File: config.mk
export PLATFORM = sky130hd
export DESIGN_NAME = memArbiter
export DESIGN_NICKNAME = d
export VERILOG_FILES = /design/src/rtl/lsPkg.sv /design/src/rtl/memPkg.sv /design/src/rtl/memArbiter.sv
export SDC_FILE = /design/constraint.sdc
export NUM_CORES = 1
export LEC_CHECK = 0
export BUFFER_PORTS_ARGS = -buffer_cell sky130_fd_sc_hd__buf_2
export CORE_MARGIN = 2
export CORE_UTILIZATION = 25
export DETAILED_ROUTE_END_ITERATION = 7
export REMOVE_ABC_BUFFERS = 1
export SKIP_CTS_REPAIR_TIMING = 1
export SYNTH_ARGS = -nofsm -noshare
export SYNTH_HDL_FRONTEND = slang
export SYNTH_SLANG_ARGS = --single-unit
File: constraint.sdc
create_clock -name clk -period 13.49 [get_ports clk]
set_input_delay 0.6745 -clock clk [delete_from_list [all_inputs] [get_ports clk]]
set_output_delay 0.6745 -clock clk [all_outputs]
set_load 0.01 [all_outputs]
File: src/rtl/lsPkg.sv
// access length encoding and memory operation codes
package lsPkg;

    // access length, coded as byte count minus one.
    localparam int lenWidth = 2;

    localparam logic [lenWidth-1:0] lenByte = 2'd0;
    localparam logic [lenWidth-1:0] lenHalf = 2'd1;
    localparam logic [lenWidth-1:0] lenWord = 2'd3;

    // memory operation on the request ports.
    localparam logic opRead  = 1'b0;
    localparam logic opWrite = 1'b1;

endpackage

File: src/rtl/memPkg.sv
// address, data and cache geometry constants plus the I/O region rule
package memPkg;

    // bus widths.
    localparam int addrWidth = 32;
    localparam int dataWidth = 32;

    // direct-mapped geometry, one word per line.
    localparam int indexWidth = 6;
    localparam int lineCount  = 1 << indexWidth;  // 64 lines.

    // address split: tag 31:8, index 7:2, byte offset 1:0.
    localparam int indexLo  = 2;                     // lowest index bit.
    localparam int tagLo    = indexLo + indexWidth;  // lowest tag bit.
    localparam int tagWidth = addrWidth - tagLo;     // 24 bits.

    // I/O region is every address with both of these bits set.
    // Such accesses go straight to memory and never fill a line.
    localparam int ioHi = 17;
    localparam int ioLo = 16;

endpackage

File: src/rtl/memArbiter.sv
// two-client memory arbiter with completion routing and stall holding
`timescale 1ns/1ns

module memArbiter (
    input  logic                         clk,
    input  logic                         rst,
    input  logic                         rdy,
    input  logic                         dReq,
    input  logic                         dWrite,
    input  logic [lsPkg::lenWidth-1:0]   dLen,
    input  logic [memPkg::addrWidth-1:0] dAddr,
    input  logic [memPkg::dataWidth-1:0] dWdata,
    input  logic                         iReq,
    input  logic [memPkg::addrWidth-1:0] iAddr,
    input  logic                         memDone,
    input  logic [memPkg::dataWidth-1:0] memRdata,
    output logic                         dDone,
    output logic [memPkg::dataWidth-1:0] dRdata,
    output logic                         iDone,
    output logic [memPkg::dataWidth-1:0] iRdata,
    output logic                         memEn,
    output logic                         memWrite,
    output logic [lsPkg::lenWidth-1:0]   memLen,
    output logic [memPkg::addrWidth-1:0] memAddr,
    output logic [memPkg::dataWidth-1:0] memWdata
);
    import memPkg::*;
    import lsPkg::*;

    logic                 dPend;
    logic                 dPendWrite;
    logic [lenWidth-1:0]  dPendLen;
    logic [addrWidth-1:0] dPendAddr;
    logic [dataWidth-1:0] dPendWdata;
    logic                 iPend;
    logic [addrWidth-1:0] iPendAddr;

    logic                 busy;       // one request on the port.
    logic                 ownerInst;  // owner of that request.
    logic                 doneHeld;   // completion seen during a stall.
    logic [dataWidth-1:0] heldRdata;

    logic                 grantD;
    logic                 grantI;
    logic                 finish;
    logic [dataWidth-1:0] finishData;

    assign grantD     = !busy && (dReq || dPend);
    assign grantI     = !busy && !grantD && (iReq || iPend);
    assign finish     = memDone || doneHeld;
    assign finishData = doneHeld ? heldRdata : memRdata;

    always_ff @(posedge clk) begin
        if (rst) begin
            busy     <= 1'b0;
            memEn    <= 1'b0;
            dDone    <= 1'b0;
            iDone    <= 1'b0;
            dPend    <= 1'b0;
            iPend    <= 1'b0;
            doneHeld <= 1'b0;
        end else begin
            memEn <= rdy && (grantD || grantI);  // memory side runs through stalls.
            if (!rdy && memDone) begin
                doneHeld  <= 1'b1;
                heldRdata <= memRdata;
            end
            if (rdy) begin
                dDone <= 1'b0;
                iDone <= 1'b0;
                if (finish) begin
                    busy     <= 1'b0;
                    doneHeld <= 1'b0;
                    dDone    <= !ownerInst;
                    iDone    <= ownerInst;
                    if (ownerInst) begin
                        iRdata <= finishData;
                    end else begin
                        dRdata <= finishData;
                    end
                end
                if (dReq) begin
                    dPendWrite <= dWrite;
                    dPendLen   <= dLen;
                    dPendAddr  <= dAddr;
                    dPendWdata <= dWdata;
                end
                if (iReq) begin
                    iPendAddr <= iAddr;
                end
                dPend <= (dPend || dReq) && !grantD;
                iPend <= (iPend || iReq) && !grantI;
                if (grantD) begin
                    busy      <= 1'b1;
                    ownerInst <= 1'b0;
                    memWrite  <= dReq ? dWrite : dPendWrite;
                    memLen    <= dReq ? dLen : dPendLen;
                    memAddr   <= dReq ? dAddr : dPendAddr;
                    memWdata  <= dReq ? dWdata : dPendWdata;
                end else if (grantI) begin
                    busy      <= 1'b1;
                    ownerInst <= 1'b1;
                    memWrite  <= opRead;
                    memLen    <= lenWord;
                    memAddr   <= iReq ? iAddr : iPendAddr;
                    memWdata  <= '0;
                end
            end
        end
    end

    // the memory answers only the request in flight.
    assert property (@(posedge clk) disable iff (rst) memDone |-> busy);

endmodule

### Word level (Yosys, flattened, before mapping)

Cells that the tools add are included.

* register bits: 270
* input bits: 137
* output and inout bits: 134
* logic and storage cells: 69

* muxes and demuxes: 23
* bitwise gates (word level): 2
* reductions and logical operators: 24

Operators by type and width (number)
* 32-bit 2-to-1 mux: 8
* 1-bit 2-to-1 mux: 12
* 4-bit AND reduction: 2
* 1-bit logical AND: 7
* 2-bit 2-to-1 mux: 3
* 2-bit AND reduction: 3
* 1-bit logical NOT: 5
* 1-bit logical OR: 4
* 3-bit AND reduction: 1
* 3-bit nonzero test: 1
* 1-bit inverter: 2
* 2-bit nonzero test: 1

### Longest topological paths before layout

* depth after elaboration: 7
* depth in mapped cells: 6
* depth with buffers taken out: 3

### Worst setup path after synthesis

Ideal clock, no wire load.

* path kind: input to register
* start point: input port rst
* end point: register memAddr[0] (netlist name), enable pin
* setup time: 0.594 ns
* arrival: 10.134 ns
* required time: 12.896 ns
* slack: 2.762 ns
* cell stages on the path: 3
* path buffers: 1
* path through: clkbuf_1 nor2b_1 nor3b_1

* cells in the longest elaborated chain, start to end: 2

RTL lines
* start: declaration: RTL line memArbiter.sv:6 `input logic rst,`
* 1-bit inverter (no source line)
* 3-bit AND reduction (no source line)
* end signal: assignment: RTL line memArbiter.sv:98 `memAddr <= dReq ? dAddr : dPendAddr;`
* end signal: assignment: RTL line memArbiter.sv:105 `memAddr <= iReq ? iAddr : iPendAddr;`
* end: declaration: RTL line memArbiter.sv:24 `output logic [memPkg::addrWidth-1:0] memAddr,`

No other way between the ends.
A chain may end at the register's enable or synchronous reset.

### Final worst setup path

* start point: input port dReq
* end point: register memAddr[4] (netlist name) (data pin)

* cells in the longest elaborated chain, start to end: 3
* elaborated cells on any way between the ends: 4
* classes of those cells: 2 x mux; 2 x reduce/logical

RTL lines
* start: declaration: RTL line memArbiter.sv:8 `input logic dReq,`
* 1-bit logical OR: RTL line memArbiter.sv:48 `assign grantD = !busy && (dReq || dPend);`
* 1-bit logical AND: RTL line memArbiter.sv:48
* 32-bit 2-to-1 mux (*): RTL line memArbiter.sv:93 `if (grantD) begin`

Every way passes the cells marked *; elsewhere a longest branch is shown, timed or not.

==> results list <==
* Time the final worst path needs with I/O delays and setup: 2340 ps
- After clock tree synthesis, the clock-pin slew on the worst setup and hold paths is 60 ps.
* Crit path arrival time: 2650 ps
* CTS tree: yes
- Initial DRC count: 245
- For this design the total switching power over the nets is 409 uW.
- Setup repair after global routing missed its margin: false
- Aggregate global routing overflow: 0
- The first global-routing pass estimated 36.1 mm of wire.
* Yosys cell types: 25
- Routability-driven placement finished with a final weighted congestion of 0.718.
- Via-per-instance ratio: 4.16
- The floorplan step defined a core boundary enclosing 0.0410 mm^2.
- Initial antenna violation count: 7
* Share of the cycle needed by the critical path after routing: 17.4%
- Cell Pwr Density: 144 mW/mm^2
- In this run the worst path has a maximum fanout of 49.
* Layout Nets: 943
- CP Launch Type: input port
- Mean instance size in the synthesized netlist: 20.1 um^2
- The synthesized design contains 263 enable-type register cells.
- In this run the tightest slew margin relative to its limit is 26.1%.
- Setup slack of the critical path after layout: 11,150 ps
- FF+latch area: 0.00804 mm^2
- Status: finished, final reports clean
- First drt pass iteration count: 6
- Of the post-synthesis cell area, the part taken by muxes is 18.2%.
* Setup total negative slack: 0 ps
- The Yosys step of the flow raised 0 warnings.
- IR analysis of the VDD net gives a maximum drop of 0.000112 V.
- The final max-slew violation count is 0.
* Worst hold margin: 309 ps
* Fraction of the mapped netlist area in compound gates: 0.347%
- Clock root buffer: clkbuf_16
* Main area contributors after synthesis: edfxtp_1 (76%), mux2_2 (16%), mux2_4 (2.3%)
* Worst R2R Setup Slack: 11,270 ps
- Cell-internal power: 1520 uW
- Logic pwr share: 7.9%
* Most frequent cells after synthesis: edfxtp_1 (263), mux2_2 (147), nor2b_1 (35)
- Main flop type after synthesis: edfxtp_1
- Die boundary width: 208 um
* Initial standard-cell utilization of the core: 25.5%
- Synth Register Bits: 270
- Wirelength, routed: 24.0 mm
- Global routing consumed, over all layers together, 10.7% of the routing resources.
* Actual slew at the worst max-slew pin: 1110 ps
- Dividing the detail-routed wire length by the instance count gives 17.7 um.
* Maximum buffer depth of the clock tree: 3
- Boundary pin count: 271
- Across the routed clock network, the largest skew measured is 19.6 ps.
* Synth-to-Final Area Change: 28.1%
- At the later pin of the worst-skew pair, clock insertion delay measures 560 ps.
- Synthesis handed over a netlist of 519 instances.
* FILL cells: 3,981
- Summing the sequential cell areas from Yosys gives 77.0% of the chip area.
* Adder and majority gate portion of the synthesized area: 0%
- Main combinational cell family by area after synthesis: multiplexers
- At the worst endpoint, the required time is 13,800 ps.
- Area of the mapped netlist: 0.0104 mm^2
* Number of failing hold endpoints at the final stage: 0
- Die area: 0.0434 mm^2
- Maximum number of pins on one net before global-route repair: 70
- Min-delay worst type: input port to register
- The most common cell in the synthesized netlist is edfxtp_1.
- After synthesis, the share of flip-flops with an asynchronous set or reset is 0%.
- Level count of the clock H-tree: 1
- Max-cap violations in this run came to 0.
- In the routed design, unresolved DRC markers number 0.
- In the final layout, the multi-input gates occupy 0.00229 mm^2.
- Final Setup Violations: 0
- Share of power burned in the clock network: 41.2%
* Vias in the first global route: 6,007
* Fraction of final layout cells with drive strength greater than 1: 59.3%
- Core Rows: 74
- Critical path start-end classification: input port to register
- Simple-gate share of the synthesized area: 3.17%
- HPWL Detailed: 15.8 mm
- In this run the static leakage power is 0.00492 uW.
- Port buffering added 270 buffers.
* Post-synth top area cell: edfxtp_1
- The detail route stage leaves a number of antenna-violating nets equal to 0.
* Inserted Clock Buffers: 30
- Derived from the worst setup path, the maximum achievable clock frequency is 0.427 GHz.
- Via count: 5,663
* Worst setup timing slack at the placement stage: 10,500 ps
- The share of total power dissipated in sequential elements is 50.8%.
- STA classifies the critical path endpoint as a register.
* Net switching fraction of the power: 21.2%
- Post-synthesis share of cell area spent on xor and xnor gates: 0%
* Height of the chip: 208 um
- Number of sinks handled by clock tree synthesis: 270
- Area share of the leading cell type in the synthesized netlist: 75.6%
[per-stage QoR]
step	cell area, um^2	utilization (%)	instances	total power, uW
finish	13400	32.6	1361	1930
global route	13400	32.6	1358	2000
CTS	13400	32.6	1358	1960
detailed placement	12400	30.3	1306	1150
global placement	12400	30.3	1306	1150
floorplan	10300	-	494	1090
[layer usage]
layer  vias to the layer above  routed length, um  global-route usage, %
li1                       2599                  -                      -
met1                      2760              10300                   13.5
met2                       249              10600                   16.6
met3                        45               2590                   4.77
met4                        10                481                   2.90
met5                         -                 65                      0
[final timing paths]
path / startpoint / endpoint / depth (start not counted)
setup / recovery: dReq / memAddr[4]$_DFFE_PP_ / 5
hold / removal: memRdata[11] / heldRdata[11]$_DFFE_PP_ / 1
setup reg to reg: dPend$_SDFFE_PP0P_ / memAddr[4]$_DFFE_PP_ / 4
hold reg to reg: dDone$_SDFFE_PP0P_ / dDone$_SDFFE_PP0P_ / 2
[registers in the layout, indices dropped and copies added (netlist names), 2 cells and up]
| register | count |
|---|---|
| dPendWdata | 32 |
| memAddr | 32 |
| iRdata | 32 |
| dPendLen | 2 |
| heldRdata | 32 |
| dPendAddr | 32 |
| dRdata | 32 |
| memWdata | 32 |
| iPendAddr | 32 |
| memLen | 2 |
[cell type report]
cell class              count  share of cell area, %
diodes                      3                 0.0561
clock buffers              38                   6.00
clock inverters            14                   1.09
inverters                   1                 0.0281
multi-input cells         223                   17.1
flip-flops and latches    270                   60.1
well taps                 532                   4.98
repair buffers            280                   10.7
[placed cells by master, fill, tap and decap left out, drive strengths merged]
cell / Yosys / layout
a211oi: 1 / 1
a21oi: 4 / 4
a31o: 1 / 1
and3: 1 / 1
buf: 17 / 280
bufinv: 0 / 3
clkbuf: 8 / 38
clkinv: 0 / 9
clkinvlp: 0 / 1
dfxtp: 7 / 7
diode: 0 / 3
edfxtp: 263 / 263
inv: 1 / 2
mux2: 163 / 163
nand2: 2 / 2
nand2b: 2 / 2
nand3: 1 / 1
nand3b: 1 / 1
nor2: 2 / 2
nor2b: 35 / 35
nor3: 1 / 1
nor3b: 4 / 4
nor4: 1 / 1
or2: 2 / 2
or3: 2 / 2
[worst max-delay path, cell delays in order]
cell and delay [ps]:
buf_4 210, nor2_1 250, or2_4 360, buf_4 670, mux2_2 410
[kinds of logic (layout without fill, tap and decap cells)]
| logic type | after synthesis | in the layout |
|---|---|---|
| other | 0 | 3 |
| multiplexers | 163 | 163 |
| AND/OR/NAND/NOR | 54 | 54 |
| buffers and inverters | 26 | 333 |
| flip-flops | 270 | 270 |
| AO/OA/AOI/OAI | 6 | 6 |
[power by group through the flow]
stage                     Combinational [uW]  Clock, uW  Sequential, uW
after floorplan                         79.2          0            1010
after global placement                   153          0             997
after detailed placement                 157          0             998
after CTS                                157        822             980
after global routing                     168        852             983
final                                    153        794             980
Note: power is estimated with default switching activity, not from simulation.
