`src/rtl/memPkg.sv`:
```
// address, data and cache geometry constants plus the I/O region rule
package memPkg;

    // bus widths.
    localparam int addrWidth = 32;
    localparam int dataWidth = 32;

    // direct-mapped geometry, one word per line.
    localparam int indexWidth = 6;
    localparam int lineCount  = 1 << indexWidth;  // 64 lines.

    // address split: tag 31:8, index 7:2, byte offset 1:0.
    localparam int indexLo  = 2;                     // lowest index bit.
    localparam int tagLo    = indexLo + indexWidth;  // lowest tag bit.
    localparam int tagWidth = addrWidth - tagLo;     // 24 bits.

    // I/O region is every address with both of these bits set.
    // Such accesses go straight to memory and never fill a line.
    localparam int ioHi = 17;
    localparam int ioLo = 16;

endpackage

```
`src/rtl/instCache.sv`:
```
// read-only instruction cache with fill on miss
`timescale 1ns/1ns

module instCache (
    input  logic                         clk,
    input  logic                         rst,
    input  logic                         rdy,
    input  logic                         fetchEn,
    input  logic [memPkg::addrWidth-1:0] fetchAddr,
    input  logic                         iDone,
    input  logic [memPkg::dataWidth-1:0] iRdata,
    output logic                         fetchDone,
    output logic [memPkg::dataWidth-1:0] inst,
    output logic                         iReq,
    output logic [memPkg::addrWidth-1:0] iAddr
);
    import memPkg::*;

    logic [dataWidth-1:0] lineData [lineCount];
    logic [tagWidth-1:0]  lineTag  [lineCount];
    logic [lineCount-1:0] validBits;
    logic                 pending;  // a miss read is out.

    logic [indexWidth-1:0] index;
    logic [indexWidth-1:0] fillIndex;
    logic                  hit;
    logic                  fillLine;

    assign index     = fetchAddr[tagLo-1:indexLo];
    assign fillIndex = iAddr[tagLo-1:indexLo];
    assign hit       = validBits[index] && (lineTag[index] == fetchAddr[addrWidth-1:tagLo])
                       && !(fetchAddr[ioHi] & fetchAddr[ioLo]);
    assign fillLine  = pending && iDone && !(iAddr[ioHi] & iAddr[ioLo]);

    always_ff @(posedge clk) begin
        if (rst) begin
            pending   <= 1'b0;
            fetchDone <= 1'b0;
            iReq      <= 1'b0;
            validBits <= '0;
        end else if (rdy) begin
            fetchDone <= 1'b0;
            iReq      <= 1'b0;
            if (pending) begin
                if (iDone) begin
                    pending   <= 1'b0;
                    fetchDone <= 1'b1;
                    inst      <= iRdata;
                    if (fillLine) begin
                        validBits[fillIndex] <= 1'b1;
                    end
                end
            end else if (fetchEn) begin
                if (hit) begin
                    fetchDone <= 1'b1;
                    inst      <= lineData[index];
                end else begin
                    pending <= 1'b1;
                    iReq    <= 1'b1;
                    iAddr   <= fetchAddr;  // held until the fill returns.
                end
            end
        end
    end

    always_ff @(posedge clk) begin
        if (rdy && fillLine) begin
            lineTag[fillIndex]  <= iAddr[addrWidth-1:tagLo];
            lineData[fillIndex] <= iRdata;
        end
    end

    // the fetch unit waits for fetchDone before the next fetch.
    assert property (@(posedge clk) disable iff (rst) (rdy && fetchEn) |-> !pending);

endmodule

```
`config.mk`:
```
export PLATFORM = sky130hd
export DESIGN_NAME = instCache
export DESIGN_NICKNAME = d
export VERILOG_FILES = /design/src/rtl/memPkg.sv /design/src/rtl/instCache.sv
export SDC_FILE = /design/constraint.sdc
export NUM_CORES = 2
export LEC_CHECK = 0
export BUFFER_PORTS_ARGS = -buffer_cell sky130_fd_sc_hd__buf_4
export CORE_AREA = 2 2 511 513
export DETAILED_ROUTE_END_ITERATION = 7
export DIE_AREA = 0 0 513 515
export PLACE_DENSITY = 0.71
export SETUP_SLACK_MARGIN = 0.02
export SLEW_MARGIN = 20
export SYNTH_ARGS = -nofsm -noshare
export SYNTH_HDL_FRONTEND = slang
export SYNTH_SLANG_ARGS = --single-unit
```
`constraint.sdc`:
```
create_clock -name clk -period 7.4 [get_ports clk]
set_input_delay 1.48 -clock clk [delete_from_list [all_inputs] [get_ports clk]]
set_output_delay 1.48 -clock clk [all_outputs]
set_load 0.05 [all_outputs]
```
Word-level counts from Yosys, hierarchy flattened
Memories as Yosys holds them, arrays and structs flattened.
Index checks and enable logic that the tools add are counted.
{ "word_totals": {"output_inout_bits": 66, "ram_bits": 3584, "mem_count": 2, "reg_bits": 131, "input_bits": 69} }
{ "classes": {"magnitude_cmp": 3, "reduce_logical": 13, "muxes": 19, "bitwise": 6, "n_eq_ne": 2} }
{ "mem_list": {"columns": ["memory", "depth", "word_bits", "read_ports", "rd_ports_with_merged_regs", "write_ports", "line_no", "rtl"], "rows": [
  ["lineData", 64, 32, 1, 0, 1, "instCache.sv:19", "logic [dataWidth-1:0] lineData [lineCount];"],
  ["lineTag", 64, 24, 1, 0, 1, "instCache.sv:20", "logic [tagWidth-1:0] lineTag [lineCount];"]
]} }
{ "op_table": {"columns": ["operator", "count"], "rows": [
  ["32-bit 2-to-1 mux", 4],
  ["64-bit bitwise OR", 1],
  ["24-bit equality test", 1],
  ["6-bit by 7-bit less-than comparator with 1-bit output (second input constant)", 2],
  ["1-bit 2-to-1 mux", 13],
  ["5-bit AND reduction", 2],
  ["1-bit binary-select mux with 6-bit select", 1],
  ["1-bit demux with 6-bit select", 1],
  ["6-bit by 1-bit greater-or-equal comparator with 1-bit output (second input constant)", 1],
  ["1-bit logical AND", 6],
  ["4-bit AND reduction", 1],
  ["2-bit nonzero test", 2],
  ["1-bit NOT", 3],
  ["1-bit bitwise AND", 2],
  ["1-bit logical NOT", 2],
  ["2-bit inequality test (second input constant)", 1]
]} }

Logic depth before layout (Yosys ltp)
{ "depth": {"depth_word": 7, "depth_mapped": 15, "ltp_nobuf": 10} }

Least setup slack after synthesis
No wires, ideal clock.
{ "synth_timing": {"path_type": "input to register", "from": "input fetchAddr[2] in the netlist's numbering", "to": "register inst[0] in the netlist's numbering (enable)", "path_slack_ns": 0.528, "t_required_ns": 6.932, "path_stages": 15, "arrival_ns": 6.404, "cell_sequence": "buf_4 buf_2 buf_4 buf_2 buf_4 mux2i_1 a22oi_1 nand3_1 o21ai_0 nor4_1 xor2_1 o2111ai_1 nor4_1 a41oi_1 nor3b_1"} }
{ "synth_via": {"elab_chain_cells": 6, "word_cells_on_any_way": 8, "cone_classes": "eq/ne (1); mux (2); reduce/logical (4); memory (1)"} }
{ "synth_lines": {"columns": ["element", "line_no", "rtl"], "rows": [
  ["start, declared", "instCache.sv:9", "input logic [memPkg::addrWidth-1:0] fetchAddr,"],
  ["memory 64 x 24 bit / 1-bit binary-select mux with 6-bit select (equally long branches)", null, null],
  ["24-bit equality test / 1-bit 2-to-1 mux (equally long branches)", "instCache.sv:31", "assign hit = validBits[index] && (lineTag[index] == fetchAddr[addrWidth-1:tagLo])"],
  ["1-bit logical AND *", "instCache.sv:31", null],
  ["1-bit logical AND *", "instCache.sv:32", "&& !(fetchAddr[ioHi] & fetchAddr[ioLo]);"],
  ["2-bit nonzero test (no line) *", null, null],
  ["5-bit AND reduction (no line) *", null, null],
  ["end signal, assigned", "instCache.sv:48", "inst <= iRdata;"],
  ["end signal, assigned", "instCache.sv:56", "inst <= lineData[index];"],
  ["end, declared", "instCache.sv:13", "output logic [memPkg::dataWidth-1:0] inst,"]
]} }
Mark *: on every way between the ends. The rest lies on a longest branch, timed or not. The select of a mux whose other input is x is not followed.
A chain may end at the register's enable or synchronous reset.

Worst setup path after layout
{ "layout_timing": {"from": "input fetchAddr[4] in the netlist's numbering", "to": "register inst[10] in the netlist's numbering (enable)"} }
The elaborated chain is that of the path after synthesis.

==> results.md <==
* Share of cells above drive strength 1 at 0.285
* R2r setup slk at between 2 and 2.5 ns
* Ys Warns at 0
* Number of CTS-inserted buffers at 380
* Non-filler cells, final at ~10000
* Final Critical Period at 6.00 ns
* CTS tree: built
* Starting DRT DRC Count at 12083
* Post-synth top flop: edfxtp_1
* Final hold slack at 0.464 ns
* I/O pin count at 135
* Die width at around 500 microns
* Fin. Hold Viols at 0
* Largest cells by area after synthesis: edfxtp_1 (77%), mux4_2 (15%), mux2i_1 (2.0%), dfxtp_1 (0.95%), a22oi_1 (0.58%)
* Count of hold-fix buffers inserted at cts at 0
* Adder-cell share of the synthesized area at 0
* Crit start category: input port
* Top cell types by occurrence after synthesis: edfxtp_1 (3648), mux4_2 (956), mux2i_1 (282)
* Cts repair resizes at 0
* Post-Syn Instances at 6172
* Core Footprint at 259000 sq um
* Top cell type's share of synthesized area at 0.772
* Clk_lat worst skew at 0.99 ns
* Final Setup Violations at 0
* Library cells used by synthesis at 64
* First-pass GRT wire length at 545000 microns
* Arr. time, crit path at 6.56 ns
* Biggest area consumer among synthesized cells: edfxtp_1
* Cell with the most instances after synthesis: edfxtp_1
* Status: complete, no violations
* Xor/xnor cell area share of the yosys netlist at 0.00154
* Reg2reg end: inst[10]
* Worst Skew at 0.0980 ns
* Routed Antenna Nets at 0
* Via density at 6.91
* Worst reg2reg startpoint: lineTag[47][9]
* Initial antenna violation count at 11
* GR Overflow Total at 0
* CP endpoint kind: flip-flop
* RSZ-0062 raised after global routing: no
* Vias in the first global route at 70039
* Syn_area_per_cell at 23.0 sq um
* Register area at 111000 sq um
* Switching pwr at 8.91 mW
* Post-synth EDFFs at 3648
* Die height at 515 microns
* Via count at 71043
* Post-Synth Simple-Gate Area at 0.0171
* Req. time, crit path at about 8 ns
* Setup CP Type: input port to flip-flop
* Syn Std Cell Area at 142000 sq um
* Placed cell count at roughly 9600
* Tcrit/Tclk final at 0.811
* Sw Ratio at 0.207
* Area of the multi-input gates at about 30000 sq um
* Post-CTS Setup Inserts at 0
* # clock sinks at 3715
* F_max at 167 MHz
* GP Congestion at 0.859
* Seq pwr share at 0.535
* Clock root buffer master: clkbuf_16
* Pin slew with the least headroom to its limit at approximately 1.2 ns
* Slew HR at 0.193
* GRT Util Overall at 0.299
* Async SR Flop Fraction at 0
* Max VDD drop at 0.267 mV
* Clock power frac at 0.422
* Overall Power at 43.1 mW
* FF+latch count, synth at around 3700
* LEAKAGE at 50.5 nW
* Die ar. at between 200000 and 300000 sq um
* Synth Area in Compound Gates at 0.0146
* Routed len/inst at 38.3 microns
* Seq/Total Area, Yosys at 0.782
* Total negative setup slack at 0 ns
* Hpwl dp at 203000 microns
* Hold crit path type: flip-flop to flip-flop
* Power Internal at about 34 mW
* CTS H-tree lvls at 5
* Worst Setup SP: fetchAddr[4]
* Worst setup path end: inst[10]
* Drt first pass iters at 6
* Nets at 6665
* Largest net degree at the start of global routing at between 100 and 150
* Main combinational cell family by area after synthesis: multiplexers
* DRC at 0
* Row Count at 187
* Buffers on Ports at 134
* Pwr/cell area at 269 nW/um^2
* Max FO, Critical Path at 76
* Synth Net Count at 6241
* Mux contribution to synthesized area at 0.173
* Worst reg2reg path depth at 12
* Clock slew at reported path FFs at about 0.060 ns
* Share of power burned in combinational logic at 0.043
* DRT Wirelength at around 400000 microns
* Initial Util at 0.549
* Area grow syn2layout at 12.9%
* Max Cap Viol at 0
* Clk buf depth at 4
* Slew Limit Fails at 0
* Final Util at 0.619
* FILL cells at ~17000
[flip-flops by register name (all words and copies together) (netlist names)]
name	cells
iReq	1
lineTag	1536
iAddr	32
fetchDone	1
pending	1
validBits	64
inst	32
lineData	2048
[worst min-delay path by stage]
stage	startpoint	end	depth (start not counted)
final	validBits[6]	validBits[6]	2
after global routing	validBits[21]	validBits[21]	2
after CTS	validBits[21]	validBits[21]	2
after detailed placement	validBits[21]	validBits[21]	2
after global placement	validBits[52]	validBits[52]	2
after floorplan	validBits[12]	validBits[12]	2
[layer usage]
metal / wire length [microns] / vias up / share of wire / global-route usage
li1: - / 27031 / - / -
met1: 142000 / 37825 / 0.36 / 0.417
met2: 185000 / 5264 / 0.47 / 0.461
met3: 48500 / 923 / 0.12 / 0.0674
met4: 18400 / 0 / 0.047 / 0.124
met5: 0 / - / 0 / 0
[power by group through the flow]
stage / clock, mW / sequential [mW] / combinational [mW]
after floorplan: 0 / 23.6 / 1.11
after global placement: 0 / 23.5 / 1.80
after detailed placement: 0 / 23.5 / 1.83
after CTS: 18.3 / 23.1 / 1.84
after global routing: 19.1 / 23.0 / 1.94
final: 18.2 / 23.1 / 1.85
[critical path, stage by stage]
cell and delay, ns:
buf_8 0.48, buf_12 0.41, buf_4 0.37, mux2i_1 0.13, a22oi_1 0.21, nand4_1 0.13, and3b_1 0.24, and3_1 0.19
a211oi_2 0.57, buf_4 0.23, o2111ai_1 0.23, nor4_1 0.63, a41oi_1 0.30, nor3b_2 0.31, buf_12 0.35
[cells by family (layout without fill, tap and decap cells)]
kind of cell	count (synthesis)	count (layout)
flops	3715	3715
mux	1260	1260
other cells	0	2
buf+inv	339	1047
xor+xnor	25	25
compound gates	288	288
simple gates	545	545
[final cells by class]
| cell class | count | share of cell area |
|---|---|---|
| Clock buffer | 461 | 0.0615 |
| Sequential cell | 3715 | 0.693 |
| Multi-Input combinational cell | 2118 | 0.186 |
| Tap cell | 3402 | 0.0266 |
| Clock inverter | 205 | 0.0110 |
| Timing Repair Buffer | 372 | 0.0216 |
| Inverter | 9 | 0.000274 |
| Antenna cell | 2 | 0.0000313 |
[layout by cell type, fill, tap and decap left out, types with 7 or more instances in the layout]
| cell | instances |
|---|---|
| a31oi_1 | 11 |
| and2_1 | 7 |
| nor2b_1 | 20 |
| clkbuf_16 | 381 |
| nand2b_1 | 10 |
| a22oi_1 | 110 |
| o211ai_1 | 9 |
| clkinv_2 | 79 |
| bufinv_16 | 27 |
| nor2_1 | 144 |
| xor2_1 | 12 |
| mux2_2 | 22 |
| buf_12 | 46 |
| clkinv_1 | 72 |
| edfxtp_1 | 3648 |
| nor4_1 | 7 |
| xnor2_1 | 13 |
| dfxtp_1 | 66 |
| nand3_1 | 46 |
| buf_4 | 320 |
| nand4_1 | 14 |
| o21ba_2 | 7 |
| o21ai_0 | 25 |
| inv_6 | 9 |
| a21oi_1 | 35 |
| nand3b_1 | 11 |
| mux2i_1 | 282 |
| a221oi_1 | 8 |
| clkinvlp_4 | 9 |
| nor2_4 | 66 |
| a32oi_1 | 7 |
| nor3_1 | 15 |
| clkbuf_1 | 78 |
| a211oi_1 | 16 |
| nand2_1 | 172 |
| mux4_2 | 956 |
| o22ai_1 | 19 |
[stage by stage]
| stage | setup slack (ns) | area, sq um |
|---|---|---|
| 2_1_floorplan | 0.528 | 142000 |
| 3_3_place_gp | 0.202 | 148000 |
| 3_5_place_dp | 0.624 | 148000 |
| 4_1_cts | 1.53 | 160000 |
| 5_1_grt | 1.34 | 160000 |
| 6_report | 1.40 | 160000 |
Power figures use the tool's default switching activity.
