--- config.mk ---
export PLATFORM = sky130hd
export DESIGN_NAME = dataCache
export DESIGN_NICKNAME = d
export VERILOG_FILES = /design/src/rtl/lsPkg.sv /design/src/rtl/memPkg.sv /design/src/rtl/dataCache.sv
export SDC_FILE = /design/constraint.sdc
export NUM_CORES = 2
export LEC_CHECK = 0
export BUFFER_PORTS_ARGS = -buffer_cell sky130_fd_sc_hd__buf_2
export CAP_MARGIN = 20
export CORE_ASPECT_RATIO = 0.9
export CORE_UTILIZATION = 49
export CTS_CLUSTER_DIAMETER = 150
export DETAILED_ROUTE_END_ITERATION = 12
export MAX_ROUTING_LAYER = met4
export SYNTH_ARGS = -nofsm -noshare
export SYNTH_HDL_FRONTEND = slang
export SYNTH_SLANG_ARGS = --single-unit
--- constraint.sdc ---
create_clock -name clk -period 16.45 [get_ports clk]
set_clock_uncertainty 0.1 [all_clocks]
set_input_delay 3.29 -clock clk [delete_from_list [all_inputs] [get_ports clk]]
set_output_delay 3.29 -clock clk [all_outputs]
set_load 0.05 [all_outputs]
--- src/rtl/lsPkg.sv ---
// access length encoding and memory operation codes
package lsPkg;

    // access length, coded as byte count minus one.
    localparam int lenWidth = 2;

    localparam logic [lenWidth-1:0] lenByte = 2'd0;
    localparam logic [lenWidth-1:0] lenHalf = 2'd1;
    localparam logic [lenWidth-1:0] lenWord = 2'd3;

    // memory operation on the request ports.
    localparam logic opRead  = 1'b0;
    localparam logic opWrite = 1'b1;

endpackage

--- src/rtl/memPkg.sv ---
// address, data and cache geometry constants plus the I/O region rule
package memPkg;

    // bus widths.
    localparam int addrWidth = 32;
    localparam int dataWidth = 32;

    // direct-mapped geometry, one word per line.
    localparam int indexWidth = 6;
    localparam int lineCount  = 1 << indexWidth;  // 64 lines.

    // address split: tag 31:8, index 7:2, byte offset 1:0.
    localparam int indexLo  = 2;                     // lowest index bit.
    localparam int tagLo    = indexLo + indexWidth;  // lowest tag bit.
    localparam int tagWidth = addrWidth - tagLo;     // 24 bits.

    // I/O region is every address with both of these bits set.
    // Such accesses go straight to memory and never fill a line.
    localparam int ioHi = 17;
    localparam int ioLo = 16;

endpackage

--- src/rtl/dataCache.sv ---
// write-back data cache with miss FSM and byte lane insert and extract
`timescale 1ns/1ns

module dataCache (
    input  logic                         clk,
    input  logic                         rst,
    input  logic                         rdy,
    input  logic                         lsEn,
    input  logic                         lsWrite,
    input  logic [lsPkg::lenWidth-1:0]   lsLen,
    input  logic [memPkg::addrWidth-1:0] addr,
    input  logic [memPkg::dataWidth-1:0] storeData,
    input  logic                         dDone,
    input  logic [memPkg::dataWidth-1:0] dRdata,
    output logic                         done,
    output logic [memPkg::dataWidth-1:0] loadData,
    output logic                         dReq,
    output logic                         dWrite,
    output logic [lsPkg::lenWidth-1:0]   dLen,
    output logic [memPkg::addrWidth-1:0] dAddr,
    output logic [memPkg::dataWidth-1:0] dWdata
);
    import memPkg::*;
    import lsPkg::*;

    typedef enum logic [1:0] {idle, writeBack, fill, bypass} stateType;

    stateType state;

    logic [dataWidth-1:0] lineData [lineCount];
    logic [tagWidth-1:0]  lineTag  [lineCount];
    logic [lineCount-1:0] validBits;
    logic [lineCount-1:0] dirtyBits;

    logic                 reqWrite;  // request kept across a miss.
    logic [lenWidth-1:0]  reqLen;
    logic [addrWidth-1:0] reqAddr;

    logic [indexWidth-1:0] index;
    logic [indexWidth-1:0] reqIndex;
    logic [tagWidth-1:0]   tag;
    logic [indexLo-1:0]    offset;
    logic [addrWidth-1:0]  victimAddr;
    logic                  isIo;
    logic                  hit;
    logic                  allocStore;

    assign index      = addr[tagLo-1:indexLo];
    assign tag        = addr[addrWidth-1:tagLo];
    assign offset     = addr[indexLo-1:0];
    assign reqIndex   = reqAddr[tagLo-1:indexLo];
    assign victimAddr = {lineTag[index], index, {indexLo{1'b0}}};
    assign isIo       = addr[ioHi] & addr[ioLo];
    assign hit        = validBits[index] && (lineTag[index] == tag) && !isIo;
    assign allocStore = lsWrite && !isIo && (hit || lsLen == lenWord);

    function automatic logic [dataWidth-1:0] laneMask(input logic [lenWidth-1:0] len);
        case (len)
            lenByte: return {{(dataWidth-8){1'b0}}, 8'hff};
            lenHalf: return {{(dataWidth-16){1'b0}}, 16'hffff};
            default: return '1;
        endcase
    endfunction

    function automatic logic [dataWidth-1:0] extractLane(
        input logic [dataWidth-1:0] word,
        input logic [indexLo-1:0]   off,
        input logic [lenWidth-1:0]  len
    );
        return (word >> {off, 3'b000}) & laneMask(len);  // zero-extended.
    endfunction

    function automatic logic [dataWidth-1:0] insertLane(
        input logic [dataWidth-1:0] old,
        input logic [dataWidth-1:0] data,
        input logic [indexLo-1:0]   off,
        input logic [lenWidth-1:0]  len
    );
        logic [dataWidth-1:0] mask;
        mask = laneMask(len) << {off, 3'b000};
        return (old & ~mask) | ((data << {off, 3'b000}) & mask);
    endfunction

    always_ff @(posedge clk) begin
        if (rst) begin
            state     <= idle;
            done      <= 1'b0;
            dReq      <= 1'b0;
            validBits <= '0;
            dirtyBits <= '0;
        end else if (rdy) begin
            done <= 1'b0;
            dReq <= 1'b0;
            case (state)
                idle: begin
                    if (lsEn) begin
                        reqWrite <= lsWrite;
                        reqLen   <= lsLen;
                        reqAddr  <= addr;
                        if (allocStore) begin
                            validBits[index] <= 1'b1;
                            dirtyBits[index] <= 1'b1;
                        end
                        if (!lsWrite && hit) begin
                            done     <= 1'b1;
                            loadData <= extractLane(lineData[index], offset, lsLen);
                        end else if (allocStore && (hit || !dirtyBits[index])) begin
                            done <= 1'b1;  // no victim to save.
                        end else if (isIo || lsWrite && !allocStore) begin
                            dReq   <= 1'b1;  // uncached access as issued.
                            dWrite <= lsWrite;
                            dLen   <= lsLen;
                            dAddr  <= addr;
                            dWdata <= storeData;
                            state  <= bypass;
                        end else if (dirtyBits[index]) begin
                            dReq   <= 1'b1;  // old word goes out first.
                            dWrite <= opWrite;
                            dLen   <= lenWord;
                            dAddr  <= victimAddr;
                            dWdata <= lineData[index];
                            state  <= writeBack;
                        end else begin
                            dReq   <= 1'b1;
                            dWrite <= opRead;
                            dLen   <= lenWord;
                            dAddr  <= {addr[addrWidth-1:indexLo], {indexLo{1'b0}}};
                            state  <= fill;
                        end
                    end
                end
                writeBack: begin
                    if (dDone) begin
                        if (reqWrite) begin
                            done  <= 1'b1;  // store data is already in the line.
                            state <= idle;
                        end else begin
                            dReq   <= 1'b1;
                            dWrite <= opRead;
                            dLen   <= lenWord;
                            dAddr  <= {reqAddr[addrWidth-1:indexLo], {indexLo{1'b0}}};
                            state  <= fill;
                        end
                    end
                end
                fill: begin
                    if (dDone) begin
                        validBits[reqIndex] <= 1'b1;
                        dirtyBits[reqIndex] <= 1'b0;
                        loadData <= extractLane(dRdata, reqAddr[indexLo-1:0], reqLen);
                        done     <= 1'b1;
                        state    <= idle;
                    end
                end
                default: begin
                    if (dDone) begin
                        if (!reqWrite) begin
                            loadData <= extractLane(dRdata, '0, reqLen);
                        end
                        done  <= 1'b1;
                        state <= idle;
                    end
                end
            endcase
        end
    end

    // line storage, written on an allocating store or a finished fill.
    always_ff @(posedge clk) begin
        if (rdy) begin
            if (state == idle && lsEn && allocStore) begin
                lineTag[index]  <= tag;
                lineData[index] <= insertLane(lineData[index], storeData, offset, lsLen);
            end else if (state == fill && dDone) begin
                lineTag[reqIndex]  <= reqAddr[addrWidth-1:tagLo];
                lineData[reqIndex] <= dRdata;
            end
        end
    end

    // the CPU waits for done before it sends the next request.
    assert property (@(posedge clk) disable iff (rst) (rdy && lsEn) |-> state == idle);

    // every memory completion belongs to a miss in flight.
    assert property (@(posedge clk) disable iff (rst) dDone |-> state != idle);

endmodule

## Yosys cells after proc, flatten, opt, wreduce, memory -nomap -nowiden

Memories as Yosys holds them, arrays and structs flattened.
Index checks and enable logic that the tools add are counted.

| storage, ports and cells | value |
|---|---|
| word-level logic and storage cells | 190 |
| bits of input ports | 104 |
| memories | 2 |
| output and inout port bits | 101 |
| register bits | 266 |
| bits in writable memories | 3584 |

| cells by class | value |
|---|---|
| multiplexer cells | 100 |
| $lt $le $gt $ge | 4 |
| equal/unequal tests | 15 |
| reductions and logical operators | 35 |
| bitwise operators | 17 |
| shift-type cells | 4 |

Memories:

| name | words | bits a word | rd ports | clocked after memory_dff | write ports | RTL line | source |
|---|---|---|---|---|---|---|---|
| lineData | 64 | 32 | 1 | 0 | 1 | dataCache.sv:30 | `logic [dataWidth-1:0] lineData [lineCount];` |
| lineTag | 64 | 24 | 1 | 0 | 1 | dataCache.sv:31 | `logic [tagWidth-1:0] lineTag [lineCount];` |

Operators by type and width:

| cell | count |
|---|---|
| 2-to-1 mux 32 bit | 31 |
| 2-to-1 mux 64 bit | 6 |
| case mux 64 bit (2 select lines) | 2 |
| bitwise OR 64 bit | 3 |
| case mux 32 bit (2 select lines) | 3 |
| bitwise AND 32 bit | 5 |
| case mux 32 bit (3 select lines) | 1 |
| bitwise AND 64 bit | 1 |
| inverter 64 bit | 1 |
| << shifter 32 x 5 -> 32 bit | 2 |
| >> shifter 32 x 5 -> 32 bit | 2 |
| inverter 32 bit | 1 |
| bitwise OR 32 bit | 1 |
| OR reduction 32 bit | 1 |
| 2-to-1 mux 1 bit | 31 |
| 2-to-1 mux 2 bit | 14 |
| == test 24 bit | 1 |
| 2-to-1 mux 24 bit | 1 |
| OR reduction 24 bit | 1 |
| inequality test 2 bit (second input constant) | 8 |
| AND reduction 8 bit | 2 |
| less-than comparator 6 x 7 -> 1 bit (second input constant) | 2 |
| binary-select mux 1 bit (select 6 bit) | 2 |
| demux 1 bit (select 6 bit) | 2 |
| other kinds (19) | 51 |

## Depth between registers and ports, before layout

| logic depth | value |
|---|---|
| word-level depth | 14 |
| depth in mapped cells | 22 |
| mapped depth without buffers | 11 |

## Worst setup path after synthesis

OpenSTA, ideal clock, no wires.

| timing path | value |
|---|---|
| path type | input to register |
| start | in addr[4] in the netlist's numbering |
| end | mem lineData[48][0], enable pin |
| path buffers | 5 |
| setup slack | 5328 ps |
| data required time | 15811 ps |
| library setup time | 539 ps |
| stages on the path | 15 |
| arrival time | 10484 ps |
| path through | buf_2 buf_2 buf_2 buf_1 mux4_2 a22o_1 nor4_1 a21oi_1 nor4b_1 nand4_1 or4_4 a21oi_4 a21oi_2 buf_6 nor3_1 |

| on the way | value |
|---|---|
| longest elaborated chain between the ends | 12 |
| elaborated cells between the ends (all ways) | 18 |
| those cells by class | eq/ne (1); mux (10); reduce/logical (6); memory (1) |

Ends and longest elaborated chain:

| element | RTL line | source |
|---|---|---|
| from (decl) | dataCache.sv:11 | `input logic [memPkg::addrWidth-1:0] addr,` |
| memory (64 x 24 bit) or binary-select mux 1 bit (select 6 bit) (tied branches) | -- |  |
| == test 24 bit or 2-to-1 mux 1 bit (tied branches) | dataCache.sv:54 | `assign hit = validBits[index] && (lineTag[index] == tag) && !isIo;` |
| logical AND 1 bit (2 in series) | dataCache.sv:54 |  |
| logical OR 1 bit | dataCache.sv:55 | `assign allocStore = lsWrite && !isIo && (hit \|\| lsLen == lenWord);` |
| logical AND 1 bit | dataCache.sv:55 |  |
| logical AND 1 bit | dataCache.sv:171 | `if (state == idle && lsEn && allocStore) begin` |
| 2-to-1 mux 1 bit | dataCache.sv:171 |  |
| 2-to-1 mux 1 bit | dataCache.sv:170 | `if (rdy) begin` |
| 2-to-1 mux 1 bit (not written as such) | dataCache.sv:176 | `lineData[reqIndex] <= dRdata;` |
| OR reduction 32 bit (no line) | -- |  |
| 2-to-1 mux 6 bit (no line) or 2-to-1 mux 1 bit (tied branches) | -- |  |
| to (decl) | dataCache.sv:30 |  |

Several ways; a longest one is shown, not always the timed one. The select of a mux whose other input is x is not followed.

## Worst setup path in the final report

| timing path | value |
|---|---|
| start | in addr[2] in the netlist's numbering |
| end | mem lineData[60][3], enable pin |

Same word-level chain as after synthesis.

==> impl_metrics.py <==
metrics = {
    "cells_and_area": {
        "drive_gt1_share_pct": 18.60,
        "fin_util_pct": 55.95,
        "n_fill_cell": 23243,
        "fin_nets": 9115,
        "finalInstanceArea_mm2": 0.1700,
        "area.growth.synth_to_final_pct": 13.65,
    },
    "synthesis": {
        "ys_async_sr_fraction_pct": 0,
        "yosysMostFrequentCell": "edfxtp_1",
        "synth_nets": 8730,
        "ys_types": 91,
        "yosysWarnings": 0,
        "synth_edf_count": 3718,
        "post_synth.cell_area_avg_um2": 17.34,
        "syn_inst": 8626,
        "yosysSeqAreaShare_pct": 76.40,
        "synth_top_area_share_pct": 74.63,
        "yosys-top-cells-area": "edfxtp_1 (75%), mux4_2 (3.6%), mux2i_1 (3.4%)",
        "syn_area_mm2": 0.1496,
        "ys_ff_latch": 3850,
        "synth_common_cells": "edfxtp_1 (3718), a22oi_1 (528), mux2i_1 (507)",
        "yosysTopAreaCell": "edfxtp_1",
        "synth_ff_type": "edfxtp_1",
    },
    "clocking": {
        "cts_setup_buffers": 0,
        "htreeDepth": 5,
        "clock_latency_ns": 0.99,
        "clk_pin_slew_ns": 0.06,
        "cts_hold_buf": 0,
        "cts_tree": "done",
        "cts-root-buf": "clkbuf_16",
        "post_cts_resized": 0,
        "cts_buffers": 387,
        "clock-sinks": 3850,
        "clock_path_buffers": 4,
    },
    "detailed_routing": {
        "route.detailed.drc": 0,
        "wl_per_cell_um": 42.23,
        "ant_nets": 0,
        "via_per_inst": 7.079,
        "num_vias": 95130,
        "wl_um": 567500,
        "firstDrtPassIters": 7,
        "initialDrtViolationCount": 18312,
    },
    "timing": {
        "setup_violations": 0,
        "hold_violations": 0,
        "fin_crit_sh_pct": 71.04,
        "tightest_slew_ns": 1.309,
        "maxSlewHeadroom_pct": 12.44,
        "finalSetupTns_ns": 0,
        "hold_ws_ns": 0.3471,
        "post-route-min-period_ns": 11.69,
        "drv_slew": 0,
        "rsz0062_at_grt": "no",
        "fmax_mhz": 85.57,
        "fin_ws_ns": 4.763,
    },
    "global_route": {
        "grt_max_degree": 102,
        "grt_util_all_layers_pct": 37.43,
        "grt_pass1_vias": 87800,
        "grt_first_pass_wirelength_um": 761900,
        "overflow": 0,
        "antenna_found_initial": 31,
    },
    "run": {
        "max_cap_violations": 0,
    },
    "floorplanning": {
        "dieArea_mm2": 0.3075,
        "die_h_um": 526.2,
        "fp-row-count": 192,
        "core_mm2": 0.3039,
        "start_util_pct": 49.23,
        "fp.dieW_um": 584.4,
        "pin_count": 205,
    },
    "place": {
        "dp_hpwl_um": 326300,
        "post-place-ws_ns": 4.176,
        "dpl_cell_area_mm2": 0.1573,
        "globalplace.congestion": 0.9642,
        "port_buffers": 204,
    },
    "worst_setup_path": {
        "required_ns": 16.92,
        "critPathArrivalTime_ns": 12.15,
        "cp-end-kind": "register",
        "startpoint_type": "input port",
        "path_class": "in2reg",
        "path_max_fanout": 101,
        "r2r_slack_ns": 8.65,
    },
    "outcome": {
        "outcome": "finished clean",
    },
    "power_and_ir_drop": {
        "p_per_area_mw_per_mm2": 126.5,
        "max-vdd-ir-drop_mv": 0.08443,
        "cellLeakagePower_nw": 54.29,
    },
    "min_path": {
        "min_path_type": "reg2reg",
    },
}
## sequential cells by signal, summed over array words and instances (netlist names), 2 cells and up
name and cells:
dAddr 32, reqAddr 32, state 2, validBits 64
lineData 2048, dWdata 32, dirtyBits 64, reqLen 2
loadData 32, dLen 2, lineTag 1536
## cells by family (layout without fill, tap and decap cells)
logic type	count (synthesis)	count (layout)	synth area share, %
buffers and inverters	647	1352	1.919
multiplexers	904	904	8.172
flip-flops	3850	3850	76.40
XOR/XNOR	10	10	0.05854
AO/OA/AOI/OAI	2047	2047	9.654
other	0	34	0
AND/OR/NAND/NOR	1168	1168	3.799
## metrics by stage
stage	total power, mW	std cells
global route	21.90	13425
floorplan	12.04	8626
global placement	12.78	12667
finish	21.51	13439
CTS	21.45	13392
detailed placement	12.81	12683
## cells in the final DEF (no fill, tap or decap), types with 30 or more instances in the layout
master	Yosys	routed
a22o_1	93	93
a31oi_1	68	64
clkinv_2	0	76
nand3_1	124	122
nand2b_1	36	33
nor3_1	75	37
clkbuf_1	330	72
nand2_1	362	350
mux2_2	159	159
diode_2	0	34
a21oi_1	348	328
dfxtp_1	132	132
o221ai_1	34	34
a211oi_1	30	30
o21ai_0	227	209
nor2_1	284	261
clkbuf_16	0	389
inv_1	46	30
buf_4	42	361
mux4_2	238	238
nand4_1	90	90
clkinv_1	1	94
buf_2	130	200
nor3_2	0	37
bufinv_16	0	39
mux2i_1	507	507
a221oi_1	288	288
o22ai_1	179	179
edfxtp_1	3718	3718
a22oi_1	528	528
## final timing paths
kind | start | endpoint | depth (start not counted)
max | addr[2] | lineData[60][3] | 18
min | validBits[56] | validBits[56] | 2
min reg2reg | validBits[56] | validBits[56] | 2
max reg2reg | lineTag[54][4] | lineData[60][3] | 14
## metal layers
metal / routed length, um / GRT usage (%) / up-vias / share of wire (%)
li1: - / - / 36304 / -
met1: 212700 / 51.91 / 49031 / 37
met2: 239100 / 51.23 / 8381 / 42
met3: 87050 / 11.40 / 1414 / 15
met4: 28680 / 15.77 / 0 / 5.1
met5: 0 / - / - / 0
## layout make-up
cell class	instances	area (um^2)	area share (%)
Multi-Input combinational cell	4129	33500	19.70
Clock inverter	242	2446	1.439
Timing Repair Buffer	593	4304	2.531
Antenna cell	34	85.08	0.05004
Inverter	50	230.2	0.1354
Clock buffer	467	10070	5.925
Tap cell	4074	5097	2.998
Sequential cell	3850	114300	67.22
## report_power, final
part	internal, mW	switching, mW	total, mW
Combinational	0.371	1.29	1.66
Clock	4.99	3.84	8.83
Sequential	11.0	0.0116	11.0
Total	16.4	5.14	21.5
## critical path, cell delays in order
cell and delay, ns:
buf_8 0.57, buf_4 0.81, buf_12 0.49, nor2_4 0.06, buf_4 0.31, a22o_1 0.33
a221oi_1 0.31, o22ai_1 0.16, or4_1 0.65, xnor2_1 0.67, nand4_1 0.43, or4_4 0.64
a21oi_4 0.32, a31oi_2 0.26, buf_4 0.33, nor2_4 0.65, buf_4 0.71, buf_4 0.66
Power figures use the tool's default switching activity.
